## config.mk

```make
export PLATFORM = sky130hd
export DESIGN_NAME = pipeCpu
export DESIGN_NICKNAME = d
export VERILOG_FILES = /design/src/hdl/cpuTypesPkg.sv /design/src/hdl/controlIf.sv /design/src/hdl/datapathCacheIf.sv /design/src/hdl/registerFileIf.sv /design/src/hdl/aluUnit.sv /design/src/hdl/controlUnit.sv /design/src/hdl/datapath.sv /design/src/hdl/forwardingUnit.sv /design/src/hdl/hazardUnit.sv /design/src/hdl/pipeCpu.sv /design/src/hdl/registerFile.sv
export SDC_FILE = /design/constraint.sdc
export NUM_CORES = 2
export LEC_CHECK = 0
export ABC_CLOCK_PERIOD_IN_PS = 8700
export BUFFER_PORTS_ARGS = -buffer_cell sky130_fd_sc_hd__buf_2
export CORE_MARGIN = 2
export CORE_UTILIZATION = 63
export CTS_BUF_LIST = sky130_fd_sc_hd__clkbuf_8 sky130_fd_sc_hd__clkbuf_16
export DETAILED_ROUTE_END_ITERATION = 7
export PLACE_DENSITY = 0.8
export SYNTH_ARGS = -nofsm -noshare
export SYNTH_HDL_FRONTEND = slang
export SYNTH_SLANG_ARGS = --single-unit
```

## constraint.sdc

```tcl
create_clock -name CLK -period 8.7 [get_ports CLK]
set_clock_uncertainty 0.2 [all_clocks]
set_input_delay 0.435 -clock CLK [delete_from_list [all_inputs] [get_ports CLK]]
set_output_delay 0.435 -clock CLK [all_outputs]
set_load 0.01 [all_outputs]
```

## src/hdl/cpuTypesPkg.sv

```systemverilog
/* shared processor types: word and register index widths,
   opcode, function and ALU operation encodings, halt word */
`default_nettype none

package cpuTypesPkg;

  typedef logic [31:0] wordT;   // data or address word
  typedef logic [4:0] regIdxT;  // register index

  // major opcodes, MIPS encoding
  typedef enum logic [5:0] {
    RTYPE  = 6'b000000,
    J      = 6'b000010,
    JAL    = 6'b000011,
    BEQ    = 6'b000100,
    BNE    = 6'b000101,
    ADDIU  = 6'b001001,
    ANDI   = 6'b001100,
    ORI    = 6'b001101,
    LUI    = 6'b001111,
    LW     = 6'b100011,
    SW     = 6'b101011,
    HALTOP = 6'b111111   // top bits of the halt word
  } opcodeT;

  // function field of register ops
  typedef enum logic [5:0] {
    SLL  = 6'b000000,
    JR   = 6'b001000,
    ADDU = 6'b100001,
    SUBU = 6'b100011,
    AND  = 6'b100100,
    OR   = 6'b100101,
    XOR  = 6'b100110,
    SLT  = 6'b101010
  } functT;

  typedef enum logic [2:0] {
    aluAdd,
    aluSub,
    aluAnd,
    aluOr,
    aluXor,
    aluSlt,
    aluSll
  } aluOpT;

  localparam wordT haltWord = 32'hFFFF_FFFF;

endpackage

`default_nettype wire

```

## src/hdl/controlIf.sv

```systemverilog
/* decoded control bits, decoder to datapath */
`timescale 1ns/1ns
`default_nettype none

interface controlIf;
  logic regDst;                 // rd instead of rt
  logic aluSrc;                 // immediate on port B
  logic regWen;
  logic dRen;
  logic dWen;
  logic branch;
  logic bne;                    // branch on not equal
  logic jmp;
  logic jl;                     // link into r31
  logic jmpReg;
  logic lui;
  logic zeroExt;
  logic shiftSel;               // shamt on port A
  cpuTypesPkg::aluOpT aluOp;

  modport cu (
    output regDst, aluSrc, regWen, dRen, dWen, branch, bne,
    output jmp, jl, jmpReg, lui, zeroExt, shiftSel, aluOp
  );

  modport dp (
    input regDst, aluSrc, regWen, dRen, dWen, branch, bne,
    input jmp, jl, jmpReg, lui, zeroExt, shiftSel, aluOp
  );
endinterface

`default_nettype wire

```

## src/hdl/datapathCacheIf.sv

```systemverilog
/* datapath to memory-port interface, fetch and data sides plus halt */
`timescale 1ns/1ns
`default_nettype none

interface datapathCacheIf;
  logic imemREN;
  cpuTypesPkg::wordT imemaddr;
  cpuTypesPkg::wordT imemload;
  logic ihit;                   // fetch done
  logic dmemREN;                // levels, held until dhit
  logic dmemWEN;
  cpuTypesPkg::wordT dmemaddr;
  cpuTypesPkg::wordT dmemstore;
  cpuTypesPkg::wordT dmemload;
  logic dhit;                   // data access done
  logic halt;

  modport dp (
    output imemREN, imemaddr, dmemREN, dmemWEN, dmemaddr, dmemstore, halt,
    input imemload, ihit, dmemload, dhit
  );

  modport mem (
    input imemREN, imemaddr, dmemREN, dmemWEN, dmemaddr, dmemstore, halt,
    output imemload, ihit, dmemload, dhit
  );
endinterface

`default_nettype wire

```

## src/hdl/registerFileIf.sv

```systemverilog
/* register file ports, two reads and one write */
`timescale 1ns/1ns
`default_nettype none

interface registerFileIf;
  cpuTypesPkg::regIdxT rsel1;
  cpuTypesPkg::regIdxT rsel2;
  cpuTypesPkg::wordT rdat1;
  cpuTypesPkg::wordT rdat2;
  logic wen;
  cpuTypesPkg::regIdxT wsel;
  cpuTypesPkg::wordT wdat;

  modport rf (
    input rsel1, rsel2, wen, wsel, wdat,
    output rdat1, rdat2
  );

  modport dp (
    output rsel1, rsel2, wen, wsel, wdat,
    input rdat1, rdat2
  );
endinterface

`default_nettype wire

```

## src/hdl/aluUnit.sv

```systemverilog
/* combinational ALU, seven operations and zero flag */
`timescale 1ns/1ns
`default_nettype none

module aluUnit (
  input cpuTypesPkg::aluOpT aluOp,
  input cpuTypesPkg::wordT portA,
  input cpuTypesPkg::wordT portB,
  output cpuTypesPkg::wordT outputPort,
  output logic zero
);

  always_comb begin
    case (aluOp)
      cpuTypesPkg::aluAdd: outputPort = portA + portB;
      cpuTypesPkg::aluSub: outputPort = portA - portB;
      cpuTypesPkg::aluAnd: outputPort = portA & portB;
      cpuTypesPkg::aluOr:  outputPort = portA | portB;
      cpuTypesPkg::aluXor: outputPort = portA ^ portB;
      cpuTypesPkg::aluSlt: outputPort = {31'b0, $signed(portA) < $signed(portB)};
      cpuTypesPkg::aluSll: outputPort = portB << portA[4:0];  // amount on port A
      default:             outputPort = '0;
    endcase
  end

  // equality test for beq and bne after a subtract
  assign zero = (outputPort == '0);

endmodule

`default_nettype wire

```

## src/hdl/controlUnit.sv

```systemverilog
/* instruction decoder, opcode and function to control bits */
`timescale 1ns/1ns
`default_nettype none

module controlUnit (
  input cpuTypesPkg::wordT instr,
  controlIf.cu cuif
);
  cpuTypesPkg::opcodeT opcode;
  cpuTypesPkg::functT funct;

  assign opcode = cpuTypesPkg::opcodeT'(instr[31:26]);
  assign funct = cpuTypesPkg::functT'(instr[5:0]);

  always_comb begin
    cuif.regDst = 1'b0;
    cuif.aluSrc = 1'b0;
    cuif.regWen = 1'b0;
    cuif.dRen = 1'b0;
    cuif.dWen = 1'b0;
    cuif.branch = 1'b0;
    cuif.bne = 1'b0;
    cuif.jmp = 1'b0;
    cuif.jl = 1'b0;
    cuif.jmpReg = 1'b0;
    cuif.lui = 1'b0;
    cuif.zeroExt = 1'b0;
    cuif.shiftSel = 1'b0;
    cuif.aluOp = cpuTypesPkg::aluAdd;
    case (opcode)
      cpuTypesPkg::RTYPE: begin
        cuif.regDst = 1'b1;
        cuif.regWen = 1'b1;
        case (funct)
          cpuTypesPkg::ADDU: cuif.aluOp = cpuTypesPkg::aluAdd;
          cpuTypesPkg::SUBU: cuif.aluOp = cpuTypesPkg::aluSub;
          cpuTypesPkg::AND:  cuif.aluOp = cpuTypesPkg::aluAnd;
          cpuTypesPkg::OR:   cuif.aluOp = cpuTypesPkg::aluOr;
          cpuTypesPkg::XOR:  cuif.aluOp = cpuTypesPkg::aluXor;
          cpuTypesPkg::SLT:  cuif.aluOp = cpuTypesPkg::aluSlt;
          cpuTypesPkg::SLL: begin
            cuif.shiftSel = 1'b1;
            cuif.aluOp = cpuTypesPkg::aluSll;
          end
          cpuTypesPkg::JR: begin
            cuif.jmpReg = 1'b1;
            cuif.regWen = 1'b0;
          end
          default: cuif.regWen = 1'b0;  // unsupported function
        endcase
      end
      cpuTypesPkg::ADDIU: begin
        cuif.aluSrc = 1'b1;
        cuif.regWen = 1'b1;
      end
      cpuTypesPkg::ANDI: begin
        cuif.aluSrc = 1'b1;
        cuif.zeroExt = 1'b1;
        cuif.regWen = 1'b1;
        cuif.aluOp = cpuTypesPkg::aluAnd;
      end
      cpuTypesPkg::ORI: begin
        cuif.aluSrc = 1'b1;
        cuif.zeroExt = 1'b1;
        cuif.regWen = 1'b1;
        cuif.aluOp = cpuTypesPkg::aluOr;
      end
      cpuTypesPkg::LUI: begin
        cuif.lui = 1'b1;
        cuif.regWen = 1'b1;
      end
      cpuTypesPkg::LW: begin
        cuif.aluSrc = 1'b1;
        cuif.regWen = 1'b1;
        cuif.dRen = 1'b1;
      end
      cpuTypesPkg::SW: begin
        cuif.aluSrc = 1'b1;
        cuif.dWen = 1'b1;
      end
      cpuTypesPkg::BEQ: begin
        cuif.branch = 1'b1;
        cuif.aluOp = cpuTypesPkg::aluSub;
      end
      cpuTypesPkg::BNE: begin
        cuif.branch = 1'b1;
        cuif.bne = 1'b1;
        cuif.aluOp = cpuTypesPkg::aluSub;
      end
      cpuTypesPkg::J: cuif.jmp = 1'b1;
      cpuTypesPkg::JAL: begin
        cuif.jmp = 1'b1;
        cuif.jl = 1'b1;
        cuif.regWen = 1'b1;
      end
      default: ;  // halt word and unknown opcodes pass as no-ops
    endcase
  end

endmodule

`default_nettype wire

```

## src/hdl/datapath.sv

```systemverilog
/* pipelined datapath: PC, IF/ID, ID/EX, EX/MEM and MEM/WB registers,
   operand and write-back muxes, data memory drive and halt */
`timescale 1ns/1ns
`default_nettype none

module datapath #(
  parameter cpuTypesPkg::wordT pcInit = '0
) (
  input logic CLK,
  input logic nRST,
  datapathCacheIf.dp dpif
);
  registerFileIf rfif ();
  controlIf cuif ();

  logic advance, memPending, halted;
  logic stallPc, ifidFreeze, ifidFlush, idexFlush, takeBranch;
  cpuTypesPkg::wordT pc, pc4, nextPc;

  cpuTypesPkg::wordT ifidInstr, ifidPc4;
  cpuTypesPkg::regIdxT idRs, idRt, idDest;

  cpuTypesPkg::wordT idexInstr, idexPc4, idexRdat1, idexRdat2;
  cpuTypesPkg::regIdxT idexDest, exRs, exRt;
  logic idexRegWen, idexDRen, idexDWen, idexAluSrc, idexBranch, idexBne, idexJmp;
  logic idexJl, idexJmpReg, idexLui, idexZeroExt, idexShiftSel, idexHalt;
  cpuTypesPkg::aluOpT idexAluOp;

  cpuTypesPkg::wordT extImm, rsVal, rtVal, fwdA, fwdB, portA, portB, aluOut, exResult;
  logic selA, selB, aluZero;

  cpuTypesPkg::wordT exmemResult, exmemStore;
  cpuTypesPkg::regIdxT exmemDest;
  logic exmemRegWen, exmemDRen, exmemDWen, exmemHalt;

  cpuTypesPkg::wordT memwbResult, memwbLoad, wbValue;
  cpuTypesPkg::regIdxT memwbDest;
  logic memwbRegWen, memwbDRen, memwbHalt;

  registerFile u_registerFile (.CLK, .nRST, .rfif(rfif));
  controlUnit u_controlUnit (.instr(ifidInstr), .cuif(cuif));
  aluUnit u_aluUnit (.aluOp(idexAluOp), .portA, .portB, .outputPort(aluOut), .zero(aluZero));
  hazardUnit u_hazardUnit (
    .idexDRen, .idexDest, .rs(idRs), .rt(idRt), .takeBranch,
    .stallPc, .ifidFreeze, .ifidFlush, .idexFlush
  );
  forwardingUnit u_forwardingUnit (
    .rs(exRs), .rt(exRt),
    .exmemWen(exmemRegWen), .exmemDest, .exmemValue(exmemResult),
    .memwbWen(memwbRegWen), .memwbDest, .memwbValue(wbValue),
    .fwdA, .fwdB, .selA, .selB
  );

  // whole pipeline waits while a data access is out
  assign halted = dpif.halt | memwbHalt;
  assign memPending = dpif.dmemREN | dpif.dmemWEN;
  assign advance = dpif.ihit & ~memPending & ~halted;

  assign pc4 = pc + 32'd4;
  assign dpif.imemaddr = pc;
  assign dpif.imemREN = ~dpif.halt;

  always_ff @(posedge CLK or negedge nRST) begin
    if (!nRST) begin
      pc <= pcInit;
    end else if (advance && !stallPc) begin
      pc <= nextPc;
    end
  end

  always_ff @(posedge CLK or negedge nRST) begin
    if (!nRST) begin
      ifidInstr <= '0;
    end else if (advance && ifidFlush) begin
      ifidInstr <= '0;          // sll r0, a nop
    end else if (advance && !ifidFreeze) begin
      ifidInstr <= dpif.imemload;
    end
  end

  always_ff @(posedge CLK) begin
    if (advance && !ifidFreeze) begin
      ifidPc4 <= pc4;
    end
  end

  assign idRs = ifidInstr[25:21];
  assign idRt = ifidInstr[20:16];
  assign rfif.rsel1 = idRs;
  assign rfif.rsel2 = idRt;
  assign idDest = cuif.jl ? 5'd31 : (cuif.regDst ? ifidInstr[15:11] : ifidInstr[20:16]);

  // bits that can change state are cleared by a flush
  always_ff @(posedge CLK or negedge nRST) begin
    if (!nRST) begin
      idexRegWen <= 1'b0;
      idexDRen <= 1'b0;
      idexDWen <= 1'b0;
      idexBranch <= 1'b0;
      idexJmp <= 1'b0;
      idexJmpReg <= 1'b0;
      idexHalt <= 1'b0;
      idexAluSrc <= 1'b0;
      idexBne <= 1'b0;
      idexJl <= 1'b0;
      idexLui <= 1'b0;
      idexZeroExt <= 1'b0;
      idexShiftSel <= 1'b0;
      idexAluOp <= cpuTypesPkg::aluAdd;
    end else if (advance) begin
      idexRegWen <= cuif.regWen & ~idexFlush;
      idexDRen <= cuif.dRen & ~idexFlush;
      idexDWen <= cuif.dWen & ~idexFlush;
      idexBranch <= cuif.branch & ~idexFlush;
      idexJmp <= cuif.jmp & ~idexFlush;
      idexJmpReg <= cuif.jmpReg & ~idexFlush;
      idexHalt <= (ifidInstr == cpuTypesPkg::haltWord) & ~idexFlush;
      idexAluSrc <= cuif.aluSrc;
      idexBne <= cuif.bne;
      idexJl <= cuif.jl;
      idexLui <= cuif.lui;
      idexZeroExt <= cuif.zeroExt;
      idexShiftSel <= cuif.shiftSel;
      idexAluOp <= cuif.aluOp;
    end
  end

  always_ff @(posedge CLK) begin
    if (advance) begin
      idexInstr <= ifidInstr;
      idexPc4 <= ifidPc4;
      idexDest <= idDest;
      idexRdat1 <= rfif.rdat1;
      idexRdat2 <= rfif.rdat2;
    end else begin
      // frozen, hold resolved operands as the MEM/WB producer may retire
      idexRdat1 <= rsVal;
      idexRdat2 <= rtVal;
    end
  end

  assign exRs = idexInstr[25:21];
  assign exRt = idexInstr[20:16];
  assign extImm = idexZeroExt ? {16'b0, idexInstr[15:0]} : {{16{idexInstr[15]}}, idexInstr[15:0]};
  assign rsVal = selA ? fwdA : idexRdat1;
  assign rtVal = selB ? fwdB : idexRdat2;
  assign portA = idexShiftSel ? {27'b0, idexInstr[10:6]} : rsVal;
  assign portB = idexAluSrc ? extImm : rtVal;

  // lui upper half, jal link, else ALU
  assign exResult = idexLui ? {idexInstr[15:0], 16'b0} : (idexJl ? idexPc4 : aluOut);

  assign takeBranch = (idexBranch & (aluZero ^ idexBne)) | idexJmp | idexJmpReg;

  always_comb begin
    if (idexJmpReg) begin
      nextPc = rsVal;
    end else if (idexJmp) begin
      nextPc = {idexPc4[31:28], idexInstr[25:0], 2'b00};
    end else if (takeBranch) begin
      nextPc = idexPc4 + {extImm[29:0], 2'b00};
    end else begin
      nextPc = pc4;
    end
  end

  always_ff @(posedge CLK or negedge nRST) begin
    if (!nRST) begin
      exmemRegWen <= 1'b0;
      exmemDRen <= 1'b0;
      exmemDWen <= 1'b0;
      exmemHalt <= 1'b0;
    end else if (dpif.dhit) begin
      exmemRegWen <= 1'b0;      // access done, slot becomes a bubble
      exmemDRen <= 1'b0;
      exmemDWen <= 1'b0;
      exmemHalt <= 1'b0;
    end else if (advance) begin
      exmemRegWen <= idexRegWen;
      exmemDRen <= idexDRen;
      exmemDWen <= idexDWen;
      exmemHalt <= idexHalt;
    end
  end

  always_ff @(posedge CLK) begin
    if (advance) begin
      exmemResult <= exResult;
      exmemStore <= rtVal;
      exmemDest <= idexDest;
    end
  end

  // nothing younger than the halt word reaches memory
  assign dpif.dmemREN = exmemDRen & ~halted;
  assign dpif.dmemWEN = exmemDWen & ~halted;
  assign dpif.dmemaddr = exmemResult;
  assign dpif.dmemstore = exmemStore;

  always_ff @(posedge CLK or negedge nRST) begin
    if (!nRST) begin
      memwbRegWen <= 1'b0;
      memwbDRen <= 1'b0;
      memwbHalt <= 1'b0;
    end else if (advance || dpif.dhit) begin
      memwbRegWen <= exmemRegWen;
      memwbDRen <= exmemDRen;
      memwbHalt <= exmemHalt;
    end
  end

  always_ff @(posedge CLK) begin
    if (advance || dpif.dhit) begin
      memwbResult <= exmemResult;
      memwbLoad <= dpif.dmemload;
      memwbDest <= exmemDest;
    end
  end

  assign wbValue = memwbDRen ? memwbLoad : memwbResult;
  assign rfif.wen = memwbRegWen;
  assign rfif.wsel = memwbDest;
  assign rfif.wdat = wbValue;

  always_ff @(posedge CLK or negedge nRST) begin
    if (!nRST) begin
      dpif.halt <= 1'b0;
    end else if (memwbHalt) begin
      dpif.halt <= 1'b1;        // sticky
    end
  end

  assert property (@(posedge CLK) disable iff (!nRST)
    !(dpif.dmemREN && dpif.dmemWEN));

endmodule

`default_nettype wire

```

## src/hdl/forwardingUnit.sv

```systemverilog
/* execute operand forwarding from EX/MEM and MEM/WB */
`timescale 1ns/1ns
`default_nettype none

module forwardingUnit (
  input cpuTypesPkg::regIdxT rs,
  input cpuTypesPkg::regIdxT rt,
  input logic exmemWen,
  input cpuTypesPkg::regIdxT exmemDest,
  input cpuTypesPkg::wordT exmemValue,
  input logic memwbWen,
  input cpuTypesPkg::regIdxT memwbDest,
  input cpuTypesPkg::wordT memwbValue,
  output cpuTypesPkg::wordT fwdA,
  output cpuTypesPkg::wordT fwdB,
  output logic selA,
  output logic selB
);
  logic exA, exB, wbA, wbB;

  assign exA = exmemWen && (exmemDest != '0) && (exmemDest == rs);
  assign exB = exmemWen && (exmemDest != '0) && (exmemDest == rt);
  assign wbA = memwbWen && (memwbDest != '0) && (memwbDest == rs);
  assign wbB = memwbWen && (memwbDest != '0) && (memwbDest == rt);

  // younger producer wins
  assign fwdA = exA ? exmemValue : memwbValue;
  assign fwdB = exB ? exmemValue : memwbValue;
  assign selA = exA | wbA;
  assign selB = exB | wbB;

endmodule

`default_nettype wire

```

## src/hdl/hazardUnit.sv

```systemverilog
/* load-use stall and taken branch or jump flush */
`timescale 1ns/1ns
`default_nettype none

module hazardUnit (
  input logic idexDRen,
  input cpuTypesPkg::regIdxT idexDest,
  input cpuTypesPkg::regIdxT rs,
  input cpuTypesPkg::regIdxT rt,
  input logic takeBranch,
  output logic stallPc,
  output logic ifidFreeze,
  output logic ifidFlush,
  output logic idexFlush
);
  logic loadUse;

  // load in EX feeding the instruction in ID
  assign loadUse = idexDRen && (idexDest != '0) && (idexDest == rs || idexDest == rt);

  always_comb begin
    stallPc = 1'b0;
    ifidFreeze = 1'b0;
    ifidFlush = 1'b0;
    idexFlush = 1'b0;
    if (takeBranch) begin
      ifidFlush = 1'b1;         // both wrong-path slots
      idexFlush = 1'b1;
    end else if (loadUse) begin
      stallPc = 1'b1;
      ifidFreeze = 1'b1;
      idexFlush = 1'b1;         // one bubble
    end
  end

  always_comb begin
    assert (!(stallPc && ifidFlush))
      else $error("hazard: PC stall with IF/ID flush");
  end

endmodule

`default_nettype wire

```

## src/hdl/pipeCpu.sv

```systemverilog
/* processor top, datapath behind plain memory ports */
`timescale 1ns/1ns
`default_nettype none

module pipeCpu #(
  parameter cpuTypesPkg::wordT pcInit = '0
) (
  input logic CLK,
  input logic nRST,
  output logic imemREN,
  output cpuTypesPkg::wordT imemaddr,
  input cpuTypesPkg::wordT imemload,
  input logic ihit,
  output logic dmemREN,
  output logic dmemWEN,
  output cpuTypesPkg::wordT dmemaddr,
  output cpuTypesPkg::wordT dmemstore,
  input cpuTypesPkg::wordT dmemload,
  input logic dhit,
  output logic halt
);
  datapathCacheIf dcif ();

  datapath #(.pcInit(pcInit)) u_datapath (.CLK, .nRST, .dpif(dcif));

  // memory side of the interface
  assign imemREN = dcif.imemREN;
  assign imemaddr = dcif.imemaddr;
  assign dcif.imemload = imemload;
  assign dcif.ihit = ihit;
  assign dmemREN = dcif.dmemREN;
  assign dmemWEN = dcif.dmemWEN;
  assign dmemaddr = dcif.dmemaddr;
  assign dmemstore = dcif.dmemstore;
  assign dcif.dmemload = dmemload;
  assign dcif.dhit = dhit;
  assign halt = dcif.halt;

endmodule

`default_nettype wire

```

## src/hdl/registerFile.sv

```systemverilog
/* 32 x 32 register file, r0 hardwired, write bypass to reads */
`timescale 1ns/1ns
`default_nettype none

module registerFile (
  input logic CLK,
  input logic nRST,
  registerFileIf.rf rfif
);
  cpuTypesPkg::wordT regs [32];

  always_ff @(posedge CLK or negedge nRST) begin
    if (!nRST) begin
      for (int i = 0; i < 32; i++) begin
        regs[i] <= '0;
      end
    end else if (rfif.wen && rfif.wsel != '0) begin
      regs[rfif.wsel] <= rfif.wdat;   // r0 never written
    end
  end

  // same-cycle write shows on the read ports
  always_comb begin
    rfif.rdat1 = regs[rfif.rsel1];
    rfif.rdat2 = regs[rfif.rsel2];
    if (rfif.wen && rfif.wsel != '0 && rfif.wsel == rfif.rsel1) begin
      rfif.rdat1 = rfif.wdat;
    end
    if (rfif.wen && rfif.wsel != '0 && rfif.wsel == rfif.rsel2) begin
      rfif.rdat2 = rfif.wdat;
    end
  end

  assert property (@(posedge CLK) disable iff (!nRST)
    (rfif.rsel1 == '0) |-> (rfif.rdat1 == '0));
  assert property (@(posedge CLK) disable iff (!nRST)
    (rfif.rsel2 == '0) |-> (rfif.rdat2 == '0));

endmodule

`default_nettype wire

```

Yosys cells after proc, flatten, opt, wreduce, memory -nomap -nowiden

Cells that the tools add are included.
Widths: inputs -> output; s select.

$add $sub $neg: 4
Bitwise operators: 29
Muxes and demuxes: 60
Equal/unequal tests: 32
Reductions and logical operators: 31
Shifts and indexed selects: 1
$lt $le $gt $ge: 5

Operators with widths:

| cell                  | number |
|---|---|
| $bwmux 1024           | 1 |
| $mux 32               | 24 |
| $bmux 32 s5           | 2 |
| $pmux 32 s7           | 1 |
| $demux 32 s5          | 1 |
| $add 32x32->32        | 2 |
| $eq 6x6->1 const B    | 8 |
| $eq 5x5->1            | 8 |
| $add 32x3->32 const B | 1 |
| $and 32x32->32        | 1 |
| $eq 32x32->1 const B  | 1 |
| $logic_not 32->1      | 1 |
| $lt 32x32->1          | 1 |
| $or 32x32->32         | 1 |
| $shl 32x5->32         | 1 |
| $sub 32x32->32        | 1 |
| $xor 32x32->32        | 1 |
| $eq 6x4->1 const B    | 5 |
| $mux 1                | 27 |
| $ge 6x6->1 const B    | 3 |
| $not 5->6             | 3 |
| $pmux 3 s6            | 1 |
| $reduce_bool 5->1     | 3 |
| $logic_and 1x1->1     | 13 |
| other kinds (22)      | 51 |

Flip-flop bits (word level): 1,409
Bits of input ports: 68
Word-level logic and storage cells: 231

Logic depth before layout (Yosys ltp)

Depth in word-level cells: 18
Mapped depth: 32
Mapped depth without buffers: 26

Hierarchy

A second synthesis with hierarchy kept.

Cells, all modules: 6,235
Area, all modules: 80,604.8 um^2

By module, submodules not included:

| module         | seq. area each (um^2) | area an instance (um^2) | instances | cells each |
|---|---|---|---|---|
| registerFile   | 25,624.6              | 53,744.0                | 1         | 3,446 |
| datapath       | 10,480.1              | 17,473.0                | 1         | 1,524 |
| aluUnit        | 0.0                   | 7,503.4                 | 1         | 1,081 |
| forwardingUnit | 0.0                   | 1,318.8                 | 1         | 102 |
| controlUnit    | 0.0                   | 409.1                   | 1         | 61 |
| hazardUnit     | 0.0                   | 156.4                   | 1         | 21 |

Least setup slack after synthesis

No wires, ideal clock.

Kind: register to register
From: register u_datapath.exmemDest[0]
To: register u_datapath.ifidPc4[0], enable pin
Cell stages (with the launch flop): 27
Required time: 8,123 ps
Setup time: 377 ps
Period minus slack after synthesis: 7,027 ps
Data arrival time: 6,449 ps
Setup slack: 1,673 ps
Path through: edfxtp_1 or4_4 o2111ai_1 o41ai_1 a21o_1 inv_2 clkbuf_1 ha_1 clkbuf_1 inv_1 fa_1 nor2b_1 o21ai_0 nand3_1 nand3_1 a21oi_1 o21ai_0 a21oi_1 o41ai_1 mux2_2 nor4_1 nand3_1 nor4_4 nand3_1 a31o_2 inv_2 buf_2

Cells in the longest elaborated chain, start to end: 16
Elaborated cells on any way between the ends: 30

Ends and longest elaborated chain:

| element                                      | RTL line                                   | text |
|---|---|---|
| start, declared                              | datapath.sv:33                             | `cpuTypesPkg::regIdxT exmemDest;` |
| start signal, assigned                       | datapath.sv:190                            | `exmemDest <= idexDest;` |
| $reduce_bool 5->1                            | forwardingUnit.sv:21, forwardingUnit.sv:22 |  |
| $logic_and 1x1->1                            | forwardingUnit.sv:21, forwardingUnit.sv:22 |  |
| $logic_and 1x1->1 (on tied branches)         | forwardingUnit.sv:21, forwardingUnit.sv:22 |  |
| $mux 32, or another cell as far along        | forwardingUnit.sv:27                       | `assign fwdA = exA ? exmemValue : memwbValue;` |
| $mux 32 (on tied branches)                   | datapath.sv:145, datapath.sv:146           |  |
| $mux 32 (on tied branches)                   | datapath.sv:147, datapath.sv:148           |  |
| $sub 32x32->32, or another cell as far along | aluUnit.sv:16                              | `cpuTypesPkg::aluSub: outputPort = portA - portB;` |
| $pmux 32 s7 *                                | aluUnit.sv:14                              | `case (aluOp)` |
| $logic_not 32->1 *                           | aluUnit.sv:27                              | `assign zero = (outputPort == '0);` |
| $xor 1x1->1 *                                | datapath.sv:153                            | `assign takeBranch = (idexBranch & (aluZero ^ idexBne)) \| idexJmp \| idexJmpReg;` |
| $and 1x1->1 *                                | datapath.sv:153                            |  |
| $or 1x1->1 * (2 in series)                   | datapath.sv:153                            |  |
| $mux 1 *                                     | hazardUnit.sv:26                           | `if (takeBranch) begin` |
| $logic_not 1->1 *                            | datapath.sv:82                             | `if (advance && !ifidFreeze) begin` |
| $logic_and 1x1->1 *                          | datapath.sv:82                             |  |
| end signal, assigned                         | datapath.sv:83                             | `ifidPc4 <= pc4;` |
| end, declared                                | datapath.sv:20                             | `cpuTypesPkg::wordT ifidInstr, ifidPc4;` |

Every way passes the cells marked *; elsewhere a longest branch is shown, timed or not.
A chain may end at the register's enable or synchronous reset.

Final worst setup path

From: register u_datapath.memwbDest[3]
To: register u_datapath.ifidInstr[11]

Cells in the longest elaborated chain, start to end: 17
Elaborated cells on any way between the ends: 32

Ends and longest elaborated chain:

| element                                      | RTL line                                   | text |
|---|---|---|
| start, declared                              | datapath.sv:37                             | `cpuTypesPkg::regIdxT memwbDest;` |
| start signal, assigned                       | datapath.sv:216                            | `memwbDest <= exmemDest;` |
| $reduce_bool 5->1                            | forwardingUnit.sv:23, forwardingUnit.sv:24 |  |
| $logic_and 1x1->1                            | forwardingUnit.sv:23, forwardingUnit.sv:24 |  |
| $logic_and 1x1->1 (on tied branches)         | forwardingUnit.sv:23, forwardingUnit.sv:24 |  |
| $or 1x1->1 (on tied branches)                | forwardingUnit.sv:29, forwardingUnit.sv:30 |  |
| $mux 32 (on tied branches)                   | datapath.sv:145, datapath.sv:146           |  |
| $mux 32 (on tied branches)                   | datapath.sv:147, datapath.sv:148           |  |
| $sub 32x32->32, or another cell as far along | aluUnit.sv:16                              |  |
| $pmux 32 s7 *                                | aluUnit.sv:14                              |  |
| $logic_not 32->1 *                           | aluUnit.sv:27                              |  |
| $xor 1x1->1 *                                | datapath.sv:153                            |  |
| $and 1x1->1 *                                | datapath.sv:153                            |  |
| $or 1x1->1 * (2 in series)                   | datapath.sv:153                            |  |
| $mux 1                                       | hazardUnit.sv:26                           |  |
| $logic_not 1->1                              | datapath.sv:76                             | `end else if (advance && !ifidFreeze) begin` |
| $logic_and 1x1->1                            | datapath.sv:76                             |  |
| $reduce_bool 2->1 (no source line)           | --                                         |  |
| end signal, assigned                         | datapath.sv:77                             | `ifidInstr <= dpif.imemload;` |
| end, declared                                | datapath.sv:20                             |  |

Marks and branches as above.

==> flow_metrics.tcl <==
set metrics [dict create \
    clock_latency_ns 0.82 \
    die_wd_um 356.9 \
    core_footprint_mm2 0.1236 \
    place.port_buffers 167 \
    synthCells 7625 \
    synth.distinct_cells 99 \
    cts.path.max_buffers 3 \
    timing.max_cap.violations 0 \
    layout_common_cells "dfrtp_1 (1098), a21oi_1 (850), nor2_1 (813)" \
    r2r_cells 27 \
    vias 68070 \
    violations_in_the_final_reports "DRC" \
    worst-slew-pin-transition_ns 1.427 \
    synth_async_sr_flop_share_pct 78.92 \
    clock-root-buffer "clkbuf_16" \
    gpl.final_weighted_congestion 1.084 \
    htree_num_levels 4 \
    detailedPlacementHpwl_mm 195.6 \
    run_status "complete, but fails checks" \
    dp.cells 8966 \
    worst_slew_margin_rel_pct 4.056 \
    wire_length_of_the_first_global_routing_pass_mm 448.9 \
    antenna_found_initial 10 \
    grt_pass1_vias 66880 \
    detail_route.first_pass.iterations 8 \
    avgSynthCellArea_um2 10.29 \
    setup.worst_path.class "reg -> reg" \
    syn-num-nets 7822 \
    yosys_register_bits 1409 \
    required_ns 9.23 \
    final_common_cell "dfrtp_1" \
    setup_tns_ns 0 \
    finalSetupViolCount 0 \
    floorplan.initialDensity_pct 63.44 \
    final.period_utilization_pct 97.08 \
    die_height_um 356.9 \
    critPathArrivalTime_ns 8.98 \
    tritoncts "built" \
    synth.yosys.warnings 0 \
    finalNetCount 7743 \
    worst_ir_drop_vdd_mv 0.2311 \
    synthesized_cell_area_mm2 0.07844 \
    maximum_operating_frequency_ghz 0.1184 \
    gr-total-overflow 0 \
    layout.cell_area.non_filler_mm2 0.08692 \
    timing.critical_path.to_type "flip-flop" \
    route.detailed.vias_per_inst 7.317 \
    power.density_cell_area_mw_per_mm2 252.4 \
    yosysSeqAreaShare_pct 46.03 \
    clk_pin_slew_worst_paths_ns 0.07 \
    leakage_nw 37.41 \
    post_layout_nonfiller_instances 9303 \
    drt_iter0_drc 10230 \
    grt.met1_usage_pct 61.03 \
    synth_ff_type "dfrtp_1" \
    synth_edf_count 233 \
    postRouteAntennaNets 0 \
    synthToLayoutAreaGrowth_pct 10.81 \
    slew_limit_fails 0 \
    final_layout_size_suffix_gt1_share_pct 17.96 \
    final_worst_path_period_need_ns 8.446 \
    grt_use_met2_pct 71.69 \
    groute.usage.overall_pct 48.73 \
    grt_setup_unrepaired "false" \
    tritoncts_buffers 148 \
    dpl_cell_area_mm2 0.08134 \
    ios 168 \
    drc 9 \
    critical_path_peak_fanout 18 \
    met3_usage_pct 16.01 \
    total_power_mw 21.94 \
    postRouteWirelength_mm 310.8 \
    floorplan.rows 129 \
    postLayoutCoreUtil_pct 70.30 \
    cts_num_sinks 1409 \
    grt_start_max_net_pins 197 \
    hold_class "in -> async" \
    hold_viol 0 \
    route.detailed.wl_per_inst_um 33.40 \
    layout.filler_cells 8659 \
    postCtsSetupRepairBufs 0 \
    design.die.area_mm2 0.1273 \
    global_route.peak_usage_layer "met2" \
    crit_path_start_kind "flip-flop" \
]
[timing repair]
action | 4_1_cts | 5_1_grt
endpoints found under the setup margin | 0 | 87
endpoints found under the hold margin | 158 | 0
hold buffers | 67 | 0
resized for setup | 0 | 1
[state kept, by name (all words and copies together), names as in the netlist, 5 cells and up]
| signal | cells |
|---|---|
| u_datapath.dpif.dmemaddr | 32 |
| u_datapath.idexPc4 | 32 |
| u_datapath.dpif.imemaddr | 32 |
| u_datapath.idexDest | 5 |
| u_datapath.u_registerFile.regs | 1024 |
| u_datapath.memwbLoad | 32 |
| u_datapath.exmemDest | 5 |
| u_datapath.dpif.dmemstore | 32 |
| u_datapath.idexRdat1 | 32 |
| u_datapath.memwbDest | 5 |
| u_datapath.ifidPc4 | 32 |
| u_datapath.idexRdat2 | 32 |
| u_datapath.memwbResult | 32 |
| u_datapath.ifidInstr | 32 |
| u_datapath.idexInstr | 26 |
[per-stage QoR]
step / setup slack (ns) / hold slack (ns)
final: 0.2544 / 0.04677
after CTS: 0.4277 / 0.05375
after global placement: 0.5588 / 0.1763
after detailed placement: 0.4404 / 0.1836
after global routing: 0.01622 / 0.09733
after floorplan: 1.673 / -0.06059
[layout make-up]
cell class	count	area (µm²)	area share (%)
Multi-Input combinational cell	5364	39670	45.64
Sequential cell	1409	36140	41.58
Clock buffer	174	4061	4.673
Timing Repair Buffer	482	3616	4.160
Tap cell	1637	2048	2.356
Clock inverter	91	827.0	0.9515
Inverter	141	540.5	0.6219
Antenna cell	5	12.51	0.01439
[cell families after synthesis]
kind of cell | Yosys count | share of synthesized area (%)
multiplexers | 869 | 18.98
AO/OA/AOI/OAI | 2205 | 16.41
flip-flops | 1409 | 46.03
buffers and inverters | 852 | 4.227
adder cells (fa/ha/maj) | 129 | 2.086
AND/OR/NAND/NOR | 2049 | 11.02
XOR/XNOR | 112 | 1.251
[power breakdown]
group	internal, mW	switching, mW
clock network	3.56	2.83
logic	2.51	4.45
registers	7.56	1.02
total	13.6	8.30
[synthesized netlist by cell type (25+ instances only)]
cell type / count / area (µm²)
o22ai_1: 72 / 450.4
mux2i_1: 293 / 2933
a21o_1: 44 / 330.3
inv_1: 135 / 506.7
o31ai_1: 26 / 195.2
o21ai_1: 26 / 130.1
and3_1: 33 / 206.5
xnor2_1: 77 / 674.4
o21ai_0: 739 / 3699
nor2b_1: 28 / 175.2
a22oi_1: 25 / 187.7
nor2_1: 837 / 3142
buf_1: 72 / 270.3
o221ai_1: 67 / 586.8
a22o_1: 39 / 341.6
xor2_1: 35 / 306.5
nand3_1: 90 / 450.4
a21oi_1: 850 / 4254
mux2_2: 81 / 912.1
or2_2: 28 / 175.2
dfrtp_1: 1112 / 27830
buf_2: 29 / 145.1
nor3_1: 82 / 410.4
a211oi_1: 88 / 660.6
ha_1: 126 / 1577
mux4_2: 485 / 10920
clkbuf_1: 595 / 2233
nand2b_1: 33 / 206.5
dfxtp_1: 64 / 1281
nand4_1: 27 / 168.9
nand2_1: 796 / 2988
edfxtp_1: 233 / 6997
o211ai_1: 25 / 187.7
[layer usage]
metal	wire (µm)	part of all wire, %	vias up
li1	-	-	27660
met1	105600	34	33300
met2	136100	44	5608
met3	42130	14	1484
met4	26830	8.6	18
met5	129	0.042	-
[path summary, 6_finish.rpt]
kind	from	end	slack, ns
max in group asynchronous	nRST	u_datapath.ifidInstr[23]	5.83
hold reg to reg	u_datapath.u_registerFile.regs[1011]	u_datapath.u_registerFile.regs[1011]	0.20
hold / removal	nRST	u_datapath.u_registerFile.regs[425]	0.05
min in group CLK	dmemload[29]	u_datapath.memwbLoad[29]	0.16
setup / recovery	u_datapath.memwbDest[3]	u_datapath.ifidInstr[11]	0.25
setup reg to reg	u_datapath.memwbDest[3]	u_datapath.ifidInstr[11]	0.25
[critical path, stage by stage, from the launching register on]
cell and delay, ns:
edfxtp_1 0.61, xnor2_1 0.28, and4_1 0.42, nand2_1 0.31, a21oi_4 0.69, a221o_1 0.48, inv_1 0.08, ha_1 0.45
inv_1 0.21, nand2_1 0.10, nor4_1 0.57, nand2_1 0.10, a21oi_1 0.29, o21ai_0 0.13, buf_4 0.15, a21oi_1 0.45
o41ai_2 0.23, buf_4 0.19, o2111a_1 0.22, a211oi_1 0.33, nand3_1 0.20, nor4_4 0.43, a21o_1 0.28, buf_12 0.16
nand3_1 0.10, nor2_2 0.21, buf_4 0.28, a22o_1 0.20
Note: power is estimated with default switching activity, not from simulation.
